===== src/design/uart_echo_pkg.sv =====
package uart_echo_pkg;

    typedef logic [7:0] byte_t;  // one serial data byte

    // fourth encoding is unused, handled as echo
    typedef enum logic [1:0] {
        MODE_ECHO  = 2'd0,
        MODE_UPPER = 2'd1,
        MODE_SWAP  = 2'd2
    } echo_mode_t;

    // echo -> upper -> swap -> echo
    function automatic echo_mode_t next_mode(input echo_mode_t mode);
        case (mode)
            MODE_ECHO:  return MODE_UPPER;
            MODE_UPPER: return MODE_SWAP;
            default:    return MODE_ECHO;  // swap and the spare code wrap
        endcase
    endfunction

    function automatic byte_t transform_byte(input byte_t data, input echo_mode_t mode);
        logic is_lower;
        logic is_upper;
        is_lower = (data >= 8'h61) && (data <= 8'h7a);  // 'a'..'z'
        is_upper = (data >= 8'h41) && (data <= 8'h5a);  // 'A'..'Z'
        case (mode)
            MODE_UPPER: return is_lower ? (data ^ 8'h20) : data;
            MODE_SWAP:  return (is_lower || is_upper) ? (data ^ 8'h20) : data;
            default:    return data;  // plain echo
        endcase
    endfunction

endpackage


===== src/design/uart_rx.sv =====
`timescale 1ns/1ps

module uart_rx #(
    parameter int CLKS_PER_BAUD = 104
) (
    input  logic                 clk,
    input  logic                 i_rst_n,
    input  logic                 i_rx,
    output logic                 o_wr,    // one-cycle strobe at mid stop bit
    output uart_echo_pkg::byte_t o_data
);
    import uart_echo_pkg::*;

    localparam int CNT_W = $clog2(CLKS_PER_BAUD);

    logic [1:0]       rx_sync;   // [1] is the synced line
    logic             busy;      // frame in progress
    logic [CNT_W-1:0] baud_cnt;  // cycles left to next sample point
    logic [3:0]       bit_idx;   // 0 start, 1..8 data, 9 stop
    byte_t            shift;

    assign o_data = shift;

    always_ff @(posedge clk or negedge i_rst_n)
    begin
        if (!i_rst_n)
        begin
            rx_sync  <= 2'b11;  // line idles high
            busy     <= 1'b0;
            baud_cnt <= '0;
            bit_idx  <= '0;
            o_wr     <= 1'b0;
        end
        else
        begin
            rx_sync <= {rx_sync[0], i_rx};
            o_wr    <= 1'b0;
            if (!busy)
            begin
                if (!rx_sync[1])  // start edge seen
                begin
                    busy     <= 1'b1;
                    baud_cnt <= CNT_W'(CLKS_PER_BAUD / 2 - 1);  // aim at mid start bit
                    bit_idx  <= '0;
                end
            end
            else if (baud_cnt != '0)
                baud_cnt <= baud_cnt - 1'b1;
            else
            begin
                baud_cnt <= CNT_W'(CLKS_PER_BAUD - 1);
                bit_idx  <= bit_idx + 1'b1;
                if (bit_idx == 4'd0 && rx_sync[1])
                    busy <= 1'b0;  // start bit gone high means a glitch
                else if (bit_idx == 4'd9)
                begin
                    busy <= 1'b0;
                    o_wr <= rx_sync[1];  // framing error drops the byte
                end
            end
        end
    end

    // data bits shift in lsb first
    always_ff @(posedge clk)
    begin
        if (busy && baud_cnt == '0 && bit_idx != 4'd0 && bit_idx <= 4'd8)
            shift <= {rx_sync[1], shift[7:1]};
    end

    // a strobe ends a frame begun at least nine bit times earlier
    assert property (@(posedge clk) disable iff (!i_rst_n)
                     o_wr |-> $past(busy, 9 * CLKS_PER_BAUD))
        else $error("uart_rx: write strobe without a full frame");

endmodule


===== src/design/uart_tx.sv =====
`timescale 1ns/1ps

module uart_tx #(
    parameter int CLKS_PER_BAUD = 104
) (
    input  logic                 clk,
    input  logic                 i_rst_n,
    input  logic                 i_wr,
    input  uart_echo_pkg::byte_t i_data,
    output logic                 o_tx,
    output logic                 o_busy
);

    localparam int CNT_W = $clog2(CLKS_PER_BAUD);

    logic [9:0]       frame;      // stop, data msb..lsb, start
    logic [CNT_W-1:0] baud_cnt;
    logic [3:0]       bits_left;  // shifts still to do

    assign o_tx = frame[0];  // frame refills with ones, so idle is high

    always_ff @(posedge clk or negedge i_rst_n)
    begin
        if (!i_rst_n)
        begin
            frame     <= '1;
            baud_cnt  <= '0;
            bits_left <= '0;
            o_busy    <= 1'b0;
        end
        else if (!o_busy)
        begin
            if (i_wr)
            begin
                frame     <= {1'b1, i_data, 1'b0};
                baud_cnt  <= CNT_W'(CLKS_PER_BAUD - 1);
                bits_left <= 4'd9;
                o_busy    <= 1'b1;
            end
        end
        else if (baud_cnt != '0)
            baud_cnt <= baud_cnt - 1'b1;
        else if (bits_left == 4'd0)
            o_busy <= 1'b0;  // stop bit done
        else
        begin
            frame     <= {1'b1, frame[9:1]};  // next bit, lsb first
            bits_left <= bits_left - 1'b1;
            baud_cnt  <= CNT_W'(CLKS_PER_BAUD - 1);
        end
    end

    // the outbox controller must wait for idle, else the byte is lost
    assert property (@(posedge clk) disable iff (!i_rst_n) o_busy |-> !i_wr)
        else $error("uart_tx: write while busy");

endmodule


===== src/design/byte_fifo.sv =====
`timescale 1ns/1ps

module byte_fifo #(
    parameter int FIFO_DEPTH = 16  // power of two
) (
    input  logic                 clk,
    input  logic                 i_rst_n,
    input  logic                 i_clear,  // sync flush
    input  logic                 i_wr,
    input  logic                 i_rd,
    input  uart_echo_pkg::byte_t i_data,
    output uart_echo_pkg::byte_t o_data,   // head, valid while not empty
    output logic                 o_empty,
    output logic                 o_full
);
    import uart_echo_pkg::*;

    localparam int AW = $clog2(FIFO_DEPTH);

    byte_t       mem [FIFO_DEPTH];
    logic [AW:0] wr_ptr;  // msb is the wrap bit
    logic [AW:0] rd_ptr;
    logic        do_wr;
    logic        do_rd;

    assign o_empty = (wr_ptr == rd_ptr);
    assign o_full  = (wr_ptr[AW] != rd_ptr[AW]) && (wr_ptr[AW-1:0] == rd_ptr[AW-1:0]);
    assign o_data  = mem[rd_ptr[AW-1:0]];  // fall-through head

    assign do_rd = i_rd && !o_empty;
    assign do_wr = i_wr && (!o_full || do_rd);  // full + read frees a slot

    always_ff @(posedge clk or negedge i_rst_n)
    begin
        if (!i_rst_n)
        begin
            wr_ptr <= '0;
            rd_ptr <= '0;
        end
        else if (i_clear)
        begin
            wr_ptr <= '0;
            rd_ptr <= '0;
        end
        else
        begin
            if (do_wr)
                wr_ptr <= wr_ptr + 1'b1;
            if (do_rd)
                rd_ptr <= rd_ptr + 1'b1;
        end
    end

    always_ff @(posedge clk)
    begin
        if (do_wr)
            mem[wr_ptr[AW-1:0]] <= i_data;
    end

    // consumers check the flags a cycle ahead
    assert property (@(posedge clk) disable iff (!i_rst_n) i_rd |-> !o_empty)
        else $error("byte_fifo: read while empty");
    assert property (@(posedge clk) disable iff (!i_rst_n) (i_wr && o_full) |-> i_rd)
        else $error("byte_fifo: write while full, byte dropped");

endmodule


===== src/design/key_debouncer.sv =====
`timescale 1ns/1ps

module key_debouncer #(
    parameter int DEBOUNCE_CYCLES = 50000
) (
    input  logic clk,
    input  logic i_rst_n,
    input  logic i_btn,    // raw board button
    output logic o_press,  // one pulse per accepted rise
    output logic o_state   // debounced level
);

    localparam int CNT_W = $clog2(DEBOUNCE_CYCLES + 1);

    logic [1:0]       btn_sync;  // [1] is synced
    logic [CNT_W-1:0] stable_cnt;

    always_ff @(posedge clk or negedge i_rst_n)
    begin
        if (!i_rst_n)
        begin
            btn_sync   <= 2'b00;
            stable_cnt <= '0;
            o_state    <= 1'b0;
            o_press    <= 1'b0;
        end
        else
        begin
            btn_sync <= {btn_sync[0], i_btn};
            o_press  <= 1'b0;
            if (btn_sync[1] == o_state)
                stable_cnt <= '0;  // no change pending, or glitch over
            else if (stable_cnt == CNT_W'(DEBOUNCE_CYCLES - 1))
            begin
                stable_cnt <= '0;
                o_state    <= btn_sync[1];
                o_press    <= btn_sync[1];  // rises only
            end
            else
                stable_cnt <= stable_cnt + 1'b1;
        end
    end

endmodule


===== src/design/mode_regs.sv =====
`timescale 1ns/1ps

module mode_regs (
    input  logic                      clk,
    input  logic                      i_rst_n,
    input  logic                      i_clear,  // sw1, back to echo and 0
    input  logic                      i_step,   // sw2, next mode
    input  logic                      i_taken,  // one byte processed
    output uart_echo_pkg::echo_mode_t o_mode,
    output logic [5:0]                o_count   // wraps at 64
);
    import uart_echo_pkg::*;

    always_ff @(posedge clk or negedge i_rst_n)
    begin
        if (!i_rst_n)
        begin
            o_mode  <= MODE_ECHO;
            o_count <= '0;
        end
        else if (i_clear)  // clear wins over step and count
        begin
            o_mode  <= MODE_ECHO;
            o_count <= '0;
        end
        else
        begin
            if (i_step)
                o_mode <= next_mode(o_mode);
            if (i_taken)
                o_count <= o_count + 1'b1;
        end
    end

endmodule


===== src/design/echo_core.sv =====
`timescale 1ns/1ps

module echo_core (
    input  logic                      clk,
    input  logic                      i_rst_n,
    input  logic                      i_clear,
    input  logic                      i_empty,  // inbox empty
    input  logic                      i_full,   // outbox full
    input  uart_echo_pkg::byte_t      i_data,   // inbox head
    input  uart_echo_pkg::echo_mode_t i_mode,
    output logic                      o_rd,     // pop inbox
    output logic                      o_wr,     // push outbox
    output logic                      o_taken,  // count strobe
    output uart_echo_pkg::byte_t      o_data
);
    import uart_echo_pkg::*;

    logic xfer;  // registered move decision
    logic go;

    // skip the cycle after a move, flags update one edge late
    assign go = !i_empty && !i_full && !xfer;

    assign o_rd    = xfer;
    assign o_wr    = xfer;
    assign o_taken = xfer;

    always_ff @(posedge clk or negedge i_rst_n)
    begin
        if (!i_rst_n)
            xfer <= 1'b0;
        else
            xfer <= go && !i_clear;  // flush drops the pending move
    end

    // head stays put until popped, so this matches the popped byte
    always_ff @(posedge clk)
    begin
        if (go)
            o_data <= transform_byte(i_data, i_mode);
    end

endmodule


===== src/design/outbox_tx_ctl.sv =====
`timescale 1ns/1ps

module outbox_tx_ctl (
    input  logic clk,
    input  logic i_rst_n,
    input  logic i_empty,  // outbox empty
    input  logic i_busy,   // transmitter busy
    output logic o_pop     // pops outbox and starts tx
);

    always_ff @(posedge clk or negedge i_rst_n)
    begin
        if (!i_rst_n)
            o_pop <= 1'b0;
        else
            o_pop <= !i_empty && !i_busy && !o_pop;  // busy rises a cycle after pop
    end

    // empty is only read here, pop decision stays valid for one cycle
    assert property (@(posedge clk) disable iff (!i_rst_n) o_pop |-> !i_empty)
        else $error("outbox_tx_ctl: pop from empty outbox");

endmodule


===== src/design/uart_echo_top.sv =====
`timescale 1ns/1ps

module uart_echo_top #(
    parameter int CLKS_PER_BAUD   = 104,
    parameter int FIFO_DEPTH      = 16,
    parameter int DEBOUNCE_CYCLES = 50000
) (
    input  logic       clk,
    input  logic       i_rst_n,
    input  logic       i_rx,
    input  logic       i_sw1,   // flush and clear status
    input  logic       i_sw2,   // step mode
    output logic       o_tx,
    output logic [7:0] o_leds   // mode on top, count below
);
    import uart_echo_pkg::*;

    logic       rx_wr;
    byte_t      rx_data;
    byte_t      in_head;
    logic       in_empty;
    logic       core_rd;
    logic       core_wr;
    logic       core_taken;
    byte_t      core_data;
    byte_t      out_head;
    logic       out_empty;
    logic       out_full;
    logic       tx_pop;
    logic       tx_busy;
    logic       sw1_press;
    logic       sw2_press;
    echo_mode_t mode;
    logic [5:0] count;

    assign o_leds = {mode, count};

    uart_rx #(.CLKS_PER_BAUD(CLKS_PER_BAUD)) u_rx (
        .clk(clk), .i_rst_n(i_rst_n), .i_rx(i_rx), .o_wr(rx_wr), .o_data(rx_data)
    );

    byte_fifo #(.FIFO_DEPTH(FIFO_DEPTH)) u_inbox (
        .clk(clk), .i_rst_n(i_rst_n), .i_clear(sw1_press),
        .i_wr(rx_wr), .i_rd(core_rd), .i_data(rx_data),
        .o_data(in_head), .o_empty(in_empty), .o_full()  // overflow just loses the byte
    );

    echo_core u_core (
        .clk(clk), .i_rst_n(i_rst_n), .i_clear(sw1_press),
        .i_empty(in_empty), .i_full(out_full), .i_data(in_head), .i_mode(mode),
        .o_rd(core_rd), .o_wr(core_wr), .o_taken(core_taken), .o_data(core_data)
    );

    mode_regs u_regs (
        .clk(clk), .i_rst_n(i_rst_n), .i_clear(sw1_press), .i_step(sw2_press),
        .i_taken(core_taken), .o_mode(mode), .o_count(count)
    );

    byte_fifo #(.FIFO_DEPTH(FIFO_DEPTH)) u_outbox (
        .clk(clk), .i_rst_n(i_rst_n), .i_clear(sw1_press),
        .i_wr(core_wr), .i_rd(tx_pop), .i_data(core_data),
        .o_data(out_head), .o_empty(out_empty), .o_full(out_full)
    );

    outbox_tx_ctl u_txctl (
        .clk(clk), .i_rst_n(i_rst_n), .i_empty(out_empty), .i_busy(tx_busy), .o_pop(tx_pop)
    );

    // head is still valid in the pop cycle
    uart_tx #(.CLKS_PER_BAUD(CLKS_PER_BAUD)) u_tx (
        .clk(clk), .i_rst_n(i_rst_n), .i_wr(tx_pop), .i_data(out_head),
        .o_tx(o_tx), .o_busy(tx_busy)
    );

    key_debouncer #(.DEBOUNCE_CYCLES(DEBOUNCE_CYCLES)) u_db_sw1 (
        .clk(clk), .i_rst_n(i_rst_n), .i_btn(i_sw1), .o_press(sw1_press), .o_state()
    );

    key_debouncer #(.DEBOUNCE_CYCLES(DEBOUNCE_CYCLES)) u_db_sw2 (
        .clk(clk), .i_rst_n(i_rst_n), .i_btn(i_sw2), .o_press(sw2_press), .o_state()
    );

endmodule


===== config.mk =====
export PLATFORM = sky130hd
export DESIGN_NAME = uart_echo_top
export DESIGN_NICKNAME = d
export VERILOG_FILES = /design/src/design/uart_echo_pkg.sv /design/src/design/uart_rx.sv /design/src/design/uart_tx.sv /design/src/design/byte_fifo.sv /design/src/design/key_debouncer.sv /design/src/design/mode_regs.sv /design/src/design/echo_core.sv /design/src/design/outbox_tx_ctl.sv /design/src/design/uart_echo_top.sv
export SDC_FILE = /design/constraint.sdc
export NUM_CORES = 1
export LEC_CHECK = 0
export ABC_AREA = 1
export BUFFER_PORTS_ARGS = -buffer_cell sky130_fd_sc_hd__buf_2
export CORE_MARGIN = 2
export CORE_UTILIZATION = 40
export CTS_BUF_LIST = sky130_fd_sc_hd__clkbuf_2 sky130_fd_sc_hd__clkbuf_4 sky130_fd_sc_hd__clkbuf_8
export CTS_CLUSTER_DIAMETER = 60
export CTS_CLUSTER_SIZE = 10
export DETAILED_ROUTE_END_ITERATION = 7
export SLEW_MARGIN = 10
export SYNTH_ARGS = -nofsm -noshare
export SYNTH_HDL_FRONTEND = slang
export SYNTH_SLANG_ARGS = --single-unit

===== constraint.sdc =====
create_clock -name clk -period 3.89 [get_ports clk]
set_clock_uncertainty 0.05 [all_clocks]
set_input_delay 0.5835 -clock clk [delete_from_list [all_inputs] [get_ports clk]]
set_output_delay 0.5835 -clock clk [all_outputs]
set_load 0.02 [all_outputs]

# [After elaboration in Yosys (flattened, before gate mapping)]
# Memories as Yosys holds them, arrays and structs flattened.
# Index checks and enable logic that the tools add are counted.
[classes] n_addsub=11 n_lt_le_gt_ge=5 eq_ne=18 mux=59 n_bitwise=3 reduce_logical=47
[ops] operator="$mux 16" n=4
[ops] operator="$mux 7" n=7
[ops] operator="$mux 10" n=4
[ops] operator="$mux 5" n=8
[ops] operator="$add 16x1->16 const B" n=2
[ops] operator="$eq 16x16->1 const B" n=2
[ops] operator="$mux 4" n=7
[ops] operator="$mux 6" n=4
[ops] operator="$mux 1" n=21
[ops] operator="$add 5x1->5 const B" n=4
[ops] operator="$logic_and 1x1->1" n=17
[ops] operator="$ge 8x7->1 const B" n=2
[ops] operator="$le 8x7->1 const B" n=2
[ops] operator="$reduce_bool 2->1" n=7
[ops] operator="$reduce_bool 7->1" n=2
[ops] operator="$sub 7x1->7 const B" n=2
[ops] operator="$pmux 6 s2" n=1
[ops] operator="$eq 5x5->1" n=2
[ops] operator="$eq 4x4->1" n=2
[ops] operator="$logic_not 1->1" n=8
[ops] operator="$logic_not 4->1" n=2
[ops] operator="$ne 2x2->1 const B" n=4
[ops] operator="$reduce_and 2->1" n=4
[ops] operator="$logic_not 7->1" n=1
[ops] operator="other kinds (17)" n=24
[word_totals] ff_bits=123 mem_bits_rw=256 elab_cells=172 mem_count=2
[mem_list] memory="u_inbox.mem" words=16 width=8 read_ports=1 rd_clocked_by_memory_dff=0 wr=1 line="byte_fifo.sv:20" rtl="byte_t mem [FIFO_DEPTH];"
[mem_list] memory="u_outbox.mem" words=16 width=8 read_ports=1 rd_clocked_by_memory_dff=0 wr=1 line="byte_fifo.sv:20"

# [Longest topological paths before layout]
# Gate-level depths: netlist of run 1.
[depth] word_depth=7 depth_mapped=18 ltp_nobuf=17

# [Cells and area by module]
# From an unflattened synthesis of run 1, not the netlist that was laid out.
[unflattened] hier_cells=1561 hier_area_um2=17002.6
[modules_own_cells] module="byte_fifo" n_inst=2 cells_each=482 area_per_inst_um2=5814.3 seq_area_each_um2=4093.9
[modules_own_cells] module="key_debouncer" n_inst=2 cells_each=124 area_per_inst_um2=1049.8 seq_area_each_um2=500.5
[modules_own_cells] module="uart_tx" n_inst=1 cells_each=134 area_per_inst_um2=1248.7 seq_area_each_um2=536.8
[modules_own_cells] module="uart_rx" n_inst=1 cells_each=116 area_per_inst_um2=1126.1 seq_area_each_um2=618.1
[modules_own_cells] module="echo_core" n_inst=1 cells_each=41 area_per_inst_um2=442.9 seq_area_each_um2=265.3
[modules_own_cells] module="mode_regs" n_inst=1 cells_each=53 area_per_inst_um2=414.1 seq_area_each_um2=200.2
[modules_own_cells] module="outbox_tx_ctl" n_inst=1 cells_each=5 area_per_inst_um2=42.5 seq_area_each_um2=25.0

# [Worst setup path after synthesis of run 1]
# Ideal clock, no wire load.
[synth_timing] path_kind="reg2reg" startpoint="register u_rx.baud_cnt[0]" endpoint="register u_rx.shift[0], in the netlist u_rx.o_data[0], enable pin" setup_time_ns=0.385 arrival_time_ns=1.979 required_time_ns=3.455 path_slack_ns=1.476 stages_incl_launch_ff=11 cell_sequence="dfrtp_1 > inv_1 > ha_1 > nand2_1 > nor2_1 > nand2_1 > nor2_1 > inv_1 > nor2_1 > inv_1 > nor3b_1"
[synth_via] elab_chain_cells=4
[synth_rtl] element="start, declared" line="uart_rx.sv:18" rtl="logic [CNT_W-1:0] baud_cnt;"
[synth_rtl] element="start signal, assigned" line="uart_rx.sv:43" rtl="baud_cnt <= CNT_W'(CLKS_PER_BAUD / 2 - 1);"
[synth_rtl] element="start signal, assigned" line="uart_rx.sv:48" rtl="baud_cnt <= baud_cnt - 1'b1;"
[synth_rtl] element="start signal, assigned" line="uart_rx.sv:51" rtl="baud_cnt <= CNT_W'(CLKS_PER_BAUD - 1);"
[synth_rtl] element="$logic_not 7->1" line="uart_rx.sv:67" rtl="if (busy && baud_cnt == '0 && bit_idx != 4'd0 && bit_idx <= 4'd8)"
[synth_rtl] element="$logic_and 1x1->1 (3 in a row)" line="uart_rx.sv:67"
[synth_rtl] element="end signal, assigned" line="uart_rx.sv:68" rtl="shift <= {rx_sync[1], shift[7:1]};"
[synth_rtl] element="end, declared" line="uart_rx.sv:20" rtl="byte_t shift;"
# Every way passes these cells.
# A chain may end at the register's enable or synchronous reset.

# [Worst setup path after layout of run 1]
[layout_timing] startpoint="register u_inbox.rd_ptr[0]" endpoint="register u_core.o_data[5], data pin"
[layout_via] elab_chain_cells=6 elab_cells_between_ends=12
[layout_rtl] element="start, declared" line="byte_fifo.sv:22" rtl="logic [AW:0] rd_ptr;"
[layout_rtl] element="start signal, assigned" line="byte_fifo.sv:50" rtl="rd_ptr <= rd_ptr + 1'b1;"
[layout_rtl] element="$mem_v2 16x8 *"
[layout_rtl] element="via in_head[3]" line="uart_echo_top.sv:20" rtl="byte_t in_head;"
[layout_rtl] element="$ge 8x7->1, or another cell as far along" line="uart_echo_pkg.sv:24" rtl="is_lower = (data >= 8'h61) && (data <= 8'h7a);"
[layout_rtl] element="$logic_and 1x1->1, on equally long branches" line="uart_echo_pkg.sv:24, uart_echo_pkg.sv:25"
[layout_rtl] element="$logic_or 1x1->1" line="uart_echo_pkg.sv:28" rtl="MODE_SWAP: return (is_lower || is_upper) ? (data ^ 8'h20) : data;"
[layout_rtl] element="$mux 6" line="uart_echo_pkg.sv:28"
[layout_rtl] element="$pmux 6 s2 *" line="uart_echo_pkg.sv:26" rtl="case (mode)"
[layout_rtl] element="end signal, assigned" line="echo_core.sv:40" rtl="o_data <= transform_byte(i_data, i_mode);"
[layout_rtl] element="end, declared" line="echo_core.sv:14" rtl="output uart_echo_pkg::byte_t o_data"
# The timed path passes the listed nets; every way through them passes the cells marked *.

==> results.yml, run 1 <==
die:
  die_w_um: 205
  core_area_um2: 39700
  fp.dieH_um: 205
  ios: 14
  start_util_pct: 40.6
  dieArea_um2: 41900
  core.rowCount: 73
sta:
  slew_headroom_pct: 29.4
  fmax_mhz: 374
  rsz0062_at_grt: "false"
  setup_tns_ns: 0
  hold_ws_ns: 0.0388
  setup_ws_ns: 1.22
  setup_violations: 0
  period_needed_ns: 2.67
  worstMarginPinSlew_ns: 1.05
  slew_violations: 0
  fin_crit_sh_pct: 68.8
  hold_viol: 0
critical_path:
  critPathArrivalTime_ns: 2.97
  crit_type: "flop to flop"
  cp_max_fo: 51
  cpPeakStageDelay_ns: 0.53
  worstSetupEndpointType: "flop"
  r2r-end: "u_core.o_data[5]"
  crit_path_frequent_cell: "nand2_1"
  reg2reg_depth: 17
  critPathSlowestCell: "buf_4"
  crit_chain: "inv_2 -> buf_4 -> nand2_1 -> nand3_1 -> nand2_1 -> nand2_1 -> nand2_1 -> inv_1 -> nand2_1 -> nand2_1 -> nor2_1 -> nand2_1 -> nand3_1 -> nand2_1 -> nand2_1 -> nand2_1 -> nand2_1"
  r2r_start: "u_inbox.rd_ptr[0]"
  worstPathRequired_ns: 4.19
  startpoint_type: "flop"
  ff2ff_setup_slack_ns: 1.22
global_route:
  grt_use_met3_pct: 2.59
  antenna_found_initial: 0
  grt_overflow: 0
  gr-usage-met2_pct: 26.7
  grt_pass1_vias: 10300
  grt_pass1_wl_mm: 56.2
  grt_use_met1_pct: 24.0
  grt_use_total_pct: 17.0
  grt_max_degree: 64
  grt_most_used_layer: "met2"
place:
  dp.cells: 1989
  gp_congestion: 0.805
  placed_cell_area_um2: 16700
  io_buffers: 13
  dpl.hpwl_mm: 21.6
  pre_cts_slack_ns: 1.22
min_path:
  hp-class: "input port to flop"
  min-delay-start: "i_rx"
  holdPathStages: 1
  min_to: "u_rx.rx_sync[0]"
final_layout:
  nets: 1537
  final_util_pct: 43.9
  final_cells: 2059
  syn_to_final_growth_pct: 8.34
  drive_gt1_share_pct: 8.41
  final_area_um2: 17500
  antennaDiodeCount: 0
drt:
  drt_wl_total_mm: 34.8
  post-route-drc-count: 0
  viasPerCell: 5.11
  postRouteAntennaNets: 0
  drtIter0Drc: 776
  via_count: 10500
  firstDrtPassIters: 5
  wl_per_cell_um: 16.9
synth:
  synth_top_area_cell: "edfxtp_1"
  syn_avg_cell_area_um2: 10.8
  syn_inst: 1494
  ys_top_cells_by_area: "edfxtp_1, dfrtp_1, nand2_1, nor2_1, inv_1"
  ys_async_sr_fraction_pct: 28.0
  ys_ff_latch: 378
  yosysUniqueCellTypes: 45
  yosysMostFrequentCell: "edfxtp_1"
  synth.top_cells.by_count: "edfxtp_1, nand2_1, nor2_1"
  synth_top_area_share_pct: 50.7
  ys_seq_area_share_pct: 67.2
  ys_warn_count: 0
  ys.flop_type: "edfxtp_1"
  netlist_area_um2: 16100
  syn-num-nets: 1522
  synth-edff-count: 272
power_and_ir_drop:
  leakage_nw: 6.87
  power_mw: 6.98
  ir_drop_v: 0.000320
  p_per_area_nw_per_um2: 400
run_status:
  outcome: "finished clean"
clock_tree:
  cts_tree: "built"
  cts_hold_buf: 0
  cts-root-buf: "clkbuf_8"
  cts.repair.resized: 0
  cts_buffer_depth: 3
  htreeDepth: 2
  cts_buffers: 43
  clock_sinks: 378
  post_cts_buffers: 0
  clk_latency_ns: 0.59
  clk_pin_slew_worst_paths_ns: 0.07
job:
  maxCapViolCount: 0
registers in the layout (all words and copies together) (netlist names), 4 cells and up:
register,cells
u_outbox.rd_ptr,5
u_core.o_data,8
u_rx.bit_idx,4
u_tx.bits_left,4
u_outbox.wr_ptr,5
u_regs.o_count,6
u_outbox.mem,128
u_inbox.rd_ptr,5
u_inbox.wr_ptr,5
u_tx.baud_cnt,7
u_rx.baud_cnt,7
u_tx.frame,9
u_db_sw1.stable_cnt,16
u_rx.o_data,8
u_inbox.mem,128
u_db_sw2.stable_cnt,16
cell families (layout without fill, tap and decap cells):
group,count (synthesis),in the layout,synth area share [%]
compound gates,244,244,8.54
xor+xnor,18,18,0.978
fa+ha+maj,23,23,1.79
buf+inv,211,251,5.41
flops,378,378,67.2
simple gates,620,620,16.0
report_power, final:
part / leakage, nW / switching (mW) / internal (mW)
sequential: 3.85 / 0.00590 / 4.28
clock: 0.431 / 1.38 / 1.27
combinational: 2.58 / 0.0332 / 0.0109
total: 6.87 / 1.42 / 5.57
layout make-up:
cell class	instances	area, µm²
clock inverters	2	16.3
well taps	525	657
inverters	157	592
multi-input cells	905	4410
clock buffers	68	786
repair buffers	24	163
flip-flops and latches	378	10800
fillers	3724	22300
worst max path at each step:
stage                           start                to  cells after the start
floorplan            u_rx.baud_cnt[0]    u_rx.o_data[0]                     10
global placement    u_inbox.rd_ptr[0]  u_core.o_data[5]                     17
detailed placement  u_inbox.rd_ptr[0]  u_core.o_data[5]                     17
CTS                 u_inbox.rd_ptr[0]  u_core.o_data[5]                     17
global route        u_inbox.rd_ptr[0]  u_core.o_data[5]                     14
finish              u_inbox.rd_ptr[0]  u_core.o_data[5]                     17
cell usage in the layout, fill, tap and decap left out, types with 2 or more instances in the layout:
cell type and n:
edfxtp_1 272, nand2_1 253, nor2_1 221, inv_1 149, o21ai_0 105, dfrtp_1 93
nand3_1 86, clkbuf_8 44, a21oi_1 41, o21ai_1 31, o22ai_1 28, clkbuf_4 24
ha_1 23, nor3_1 20, nand4_1 14, o221ai_1 12, buf_2 12, xor2_1 11
buf_4 11, dfstp_2 11, o211ai_1 9, xnor2_1 7, inv_2 5, nor4_1 4
nor2_2 4, o21a_1 4, nor3b_1 4, a211oi_1 4, nor3_2 3, nand2_2 3
and3_1 2, clkinv_1 2, nand3b_1 2, a21oi_2 2, a22oi_1 2, or2_2 2
a31oi_1 2, dfrtp_2 2
per-layer routing:
layer | part of all wire (%) | wire (µm)
met5 | 0 | 0
met4 | 3.2 | 1120
met3 | 4.6 | 1600
met2 | 45 | 15800
met1 | 47 | 16300
critical path, delay by kind of cell, from the launching register on:
kind	cells	cell delay, ns
buffers and inverters	3	0.90
AND/OR/NAND/NOR	14	0.96
flip-flops	1	0.47
Note: power is estimated with default switching activity, not from simulation.
==> inputs of run 2 (changes only) <==
Clock period 3.89 ns to 2.2 ns, I/O delays scaled along.
==> run 2 against run 1 <==
  * The run now ends with negative setup slack left
  * Maximum frequency is 21% higher
  * Count of clock-buffer cells in the layout rose by 3
  * Via count up 2.1%
  * Cell count is 2.9% higher
==> results.yml, run 2 (synthesized netlist as in run 1, its figures left out) <==
power_and_ir_drop:
  intPower_mw: 9.95
  p_comb_share_pct: 0.7
  ir_drop_v: 0.000594
  p_per_area_nw_per_um2: 683
  pwr-share-clk_pct: 38.5
  p_seq_share_pct: 60.8
  switching_power_mw: 2.51
  leakage_nw: 7.22
  sw_frac_of_total_pct: 20.2
drt:
  via_count: 10800
  firstDrtPassIters: 5
  viasPerCell: 5.08
  drtIter0Drc: 809
  post-route-drc-count: 0
  postRouteAntennaNets: 0
  wl_per_cell_um: 16.5
  drt_wl_total_mm: 35.0
clock_tree:
  clk_pin_slew_worst_paths_ns: 0.08
  cts_tree: "built"
  clock_sinks: 378
  cts-root-buf: "clkbuf_8"
  cts_buffer_depth: 3
  htreeDepth: 2
  clk_latency_ns: 0.59
  cts_buffers: 44
global_route:
  grt_use_met3_pct: 2.80
  grt_pass1_vias: 10700
  grt_pass1_wl_mm: 56.5
  grt_use_met1_pct: 23.7
  grt_most_used_layer: "met2"
  grt_overflow: 0
  grt_max_degree: 65
  antenna_found_initial: 1
  grt_use_total_pct: 17.1
  gr-usage-met2_pct: 27.3
place:
  pre_cts_slack_ns: -0.0922
  gp_congestion: 0.844
  io_buffers: 13
  dpl.hpwl_mm: 22.3
job:
  maxCapViolCount: 0
critical_path:
  startpoint_type: "flop"
  critPathArrivalTime_ns: 2.50
  crit_type: "flop to flop"
  cp_max_fo: 21
  worstPathRequired_ns: 2.50
  worstSetupEndpointType: "flop"
die:
  ios: 14
  fp.dieH_um: 205
  die_w_um: 205
  start_util_pct: 40.6
  dieArea_um2: 41900
  core_area_um2: 39700
  core.rowCount: 73
sta:
  period_needed_ns: 2.20
  fin_crit_sh_pct: 100
  setup_violations: 1
  slew_violations: 0
  hold_viol: 0
  worstMarginPinSlew_ns: 0.811
  slew_headroom_pct: 45.7
  setup_ws_ns: -0.00486
  rsz0062_at_grt: "true"
  fmax_mhz: 454
final_layout:
  multi_input_area_um2: 4610
  seqCellArea_um2: 10800
  syn_to_final_growth_pct: 13.2
  final_common_cell: "edfxtp_1"
  layout_common_cells: "edfxtp_1, nand2_1, nor2_1, inv_1, o21ai_0"
  final_util_pct: 45.9
  nets: 1594
  drive_gt1_share_pct: 13.7
  fillCellCount: 3637
  antennaDiodeCount: 0
run_status:
  violations: "negative setup slack"
  outcome: "finished, violations left"
min_path:
  hp-class: "input port to asynchronous set/reset pin"
-- run 2: power by group through the flow --
stage / clock [mW] / sequential, mW / combinational (mW)
floorplan: 0 / 7.73 / 0.0277
global placement: 0 / 7.73 / 0.0868
detailed placement: 0 / 7.73 / 0.0886
CTS: 4.91 / 7.58 / 0.0944
global route: 5.20 / 7.58 / 0.106
finish: 4.79 / 7.58 / 0.0901
-- run 2: worst max-delay path: stages (launching register included) --
cell     delay [ns]
dfrtp_1        0.49
buf_4          0.32
o21ai_1        0.11
o22ai_1        0.24
nand2_1        0.12
nand3_1        0.19
nand3_1        0.12
nand2_1        0.07
nand2_1        0.05
nand2_1        0.06
nand2_1        0.04
nand2_1        0.05
nand2_1        0.04
-- run 2: cell type report --
cell class              count  share of cell area, %
flip-flops and latches    378                   59.4
multi-input cells         905                   25.3
well taps                 525                   3.60
clock inverters             2                 0.0960
repair buffers             80                   3.90
clock buffers              71                   4.50
inverters                 157                   3.26
-- run 2: path summary, 6_finish.rpt --
kind,start,to,slack [ns],depth (start not counted)
setup / recovery,u_inbox.rd_ptr[1],u_core.o_data[5],-0.005,12
hold reg to reg,u_rx.rx_sync[0],u_rx.rx_sync[1],0.31,0
max in group asynchronous,i_rst_n,u_rx.rx_sync[1],1.27,3
hold / removal,i_rst_n,u_db_sw1.stable_cnt[12],0.20,2
setup reg to reg,u_inbox.rd_ptr[1],u_core.o_data[5],-0.005,12
min in group clk,u_rx.rx_sync[0],u_rx.rx_sync[1],0.31,0
-- run 2: metrics by stage --
stage | area (µm²) | cells | power, mW | hold WS, ns | setup TNS, ns
2_1_floorplan | 16100 | 1494 | 7.76 | -0.0156 | 0
3_3_place_gp | 17100 | 2039 | 7.82 | 0.282 | -0.0496
3_5_place_dp | 17100 | 2039 | 7.82 | 0.284 | -2.09
4_1_cts | 18000 | 2116 | 12.6 | 0.190 | -0.905
5_1_grt | 18200 | 2118 | 12.9 | 0.226 | -2.71
6_report | 18200 | 2118 | 12.5 | 0.199 | -0.00486
-- run 2: layer usage --
metal	share of wire (%)	routed length (µm)
met1	45	15900
met2	46	16100
met3	5.9	2070
met4	2.7	961
met5	0.037	13
-- run 2: timing repair --
action                                  4_1_cts  5_1_grt
buffers inserted                              0        1
pin swaps                                     0        1
hold buffers                                  4        0
endpoints found under the hold margin        37        0
cloned                                        0        1
resized for setup                            16       46
endpoints found under the setup margin      121      189
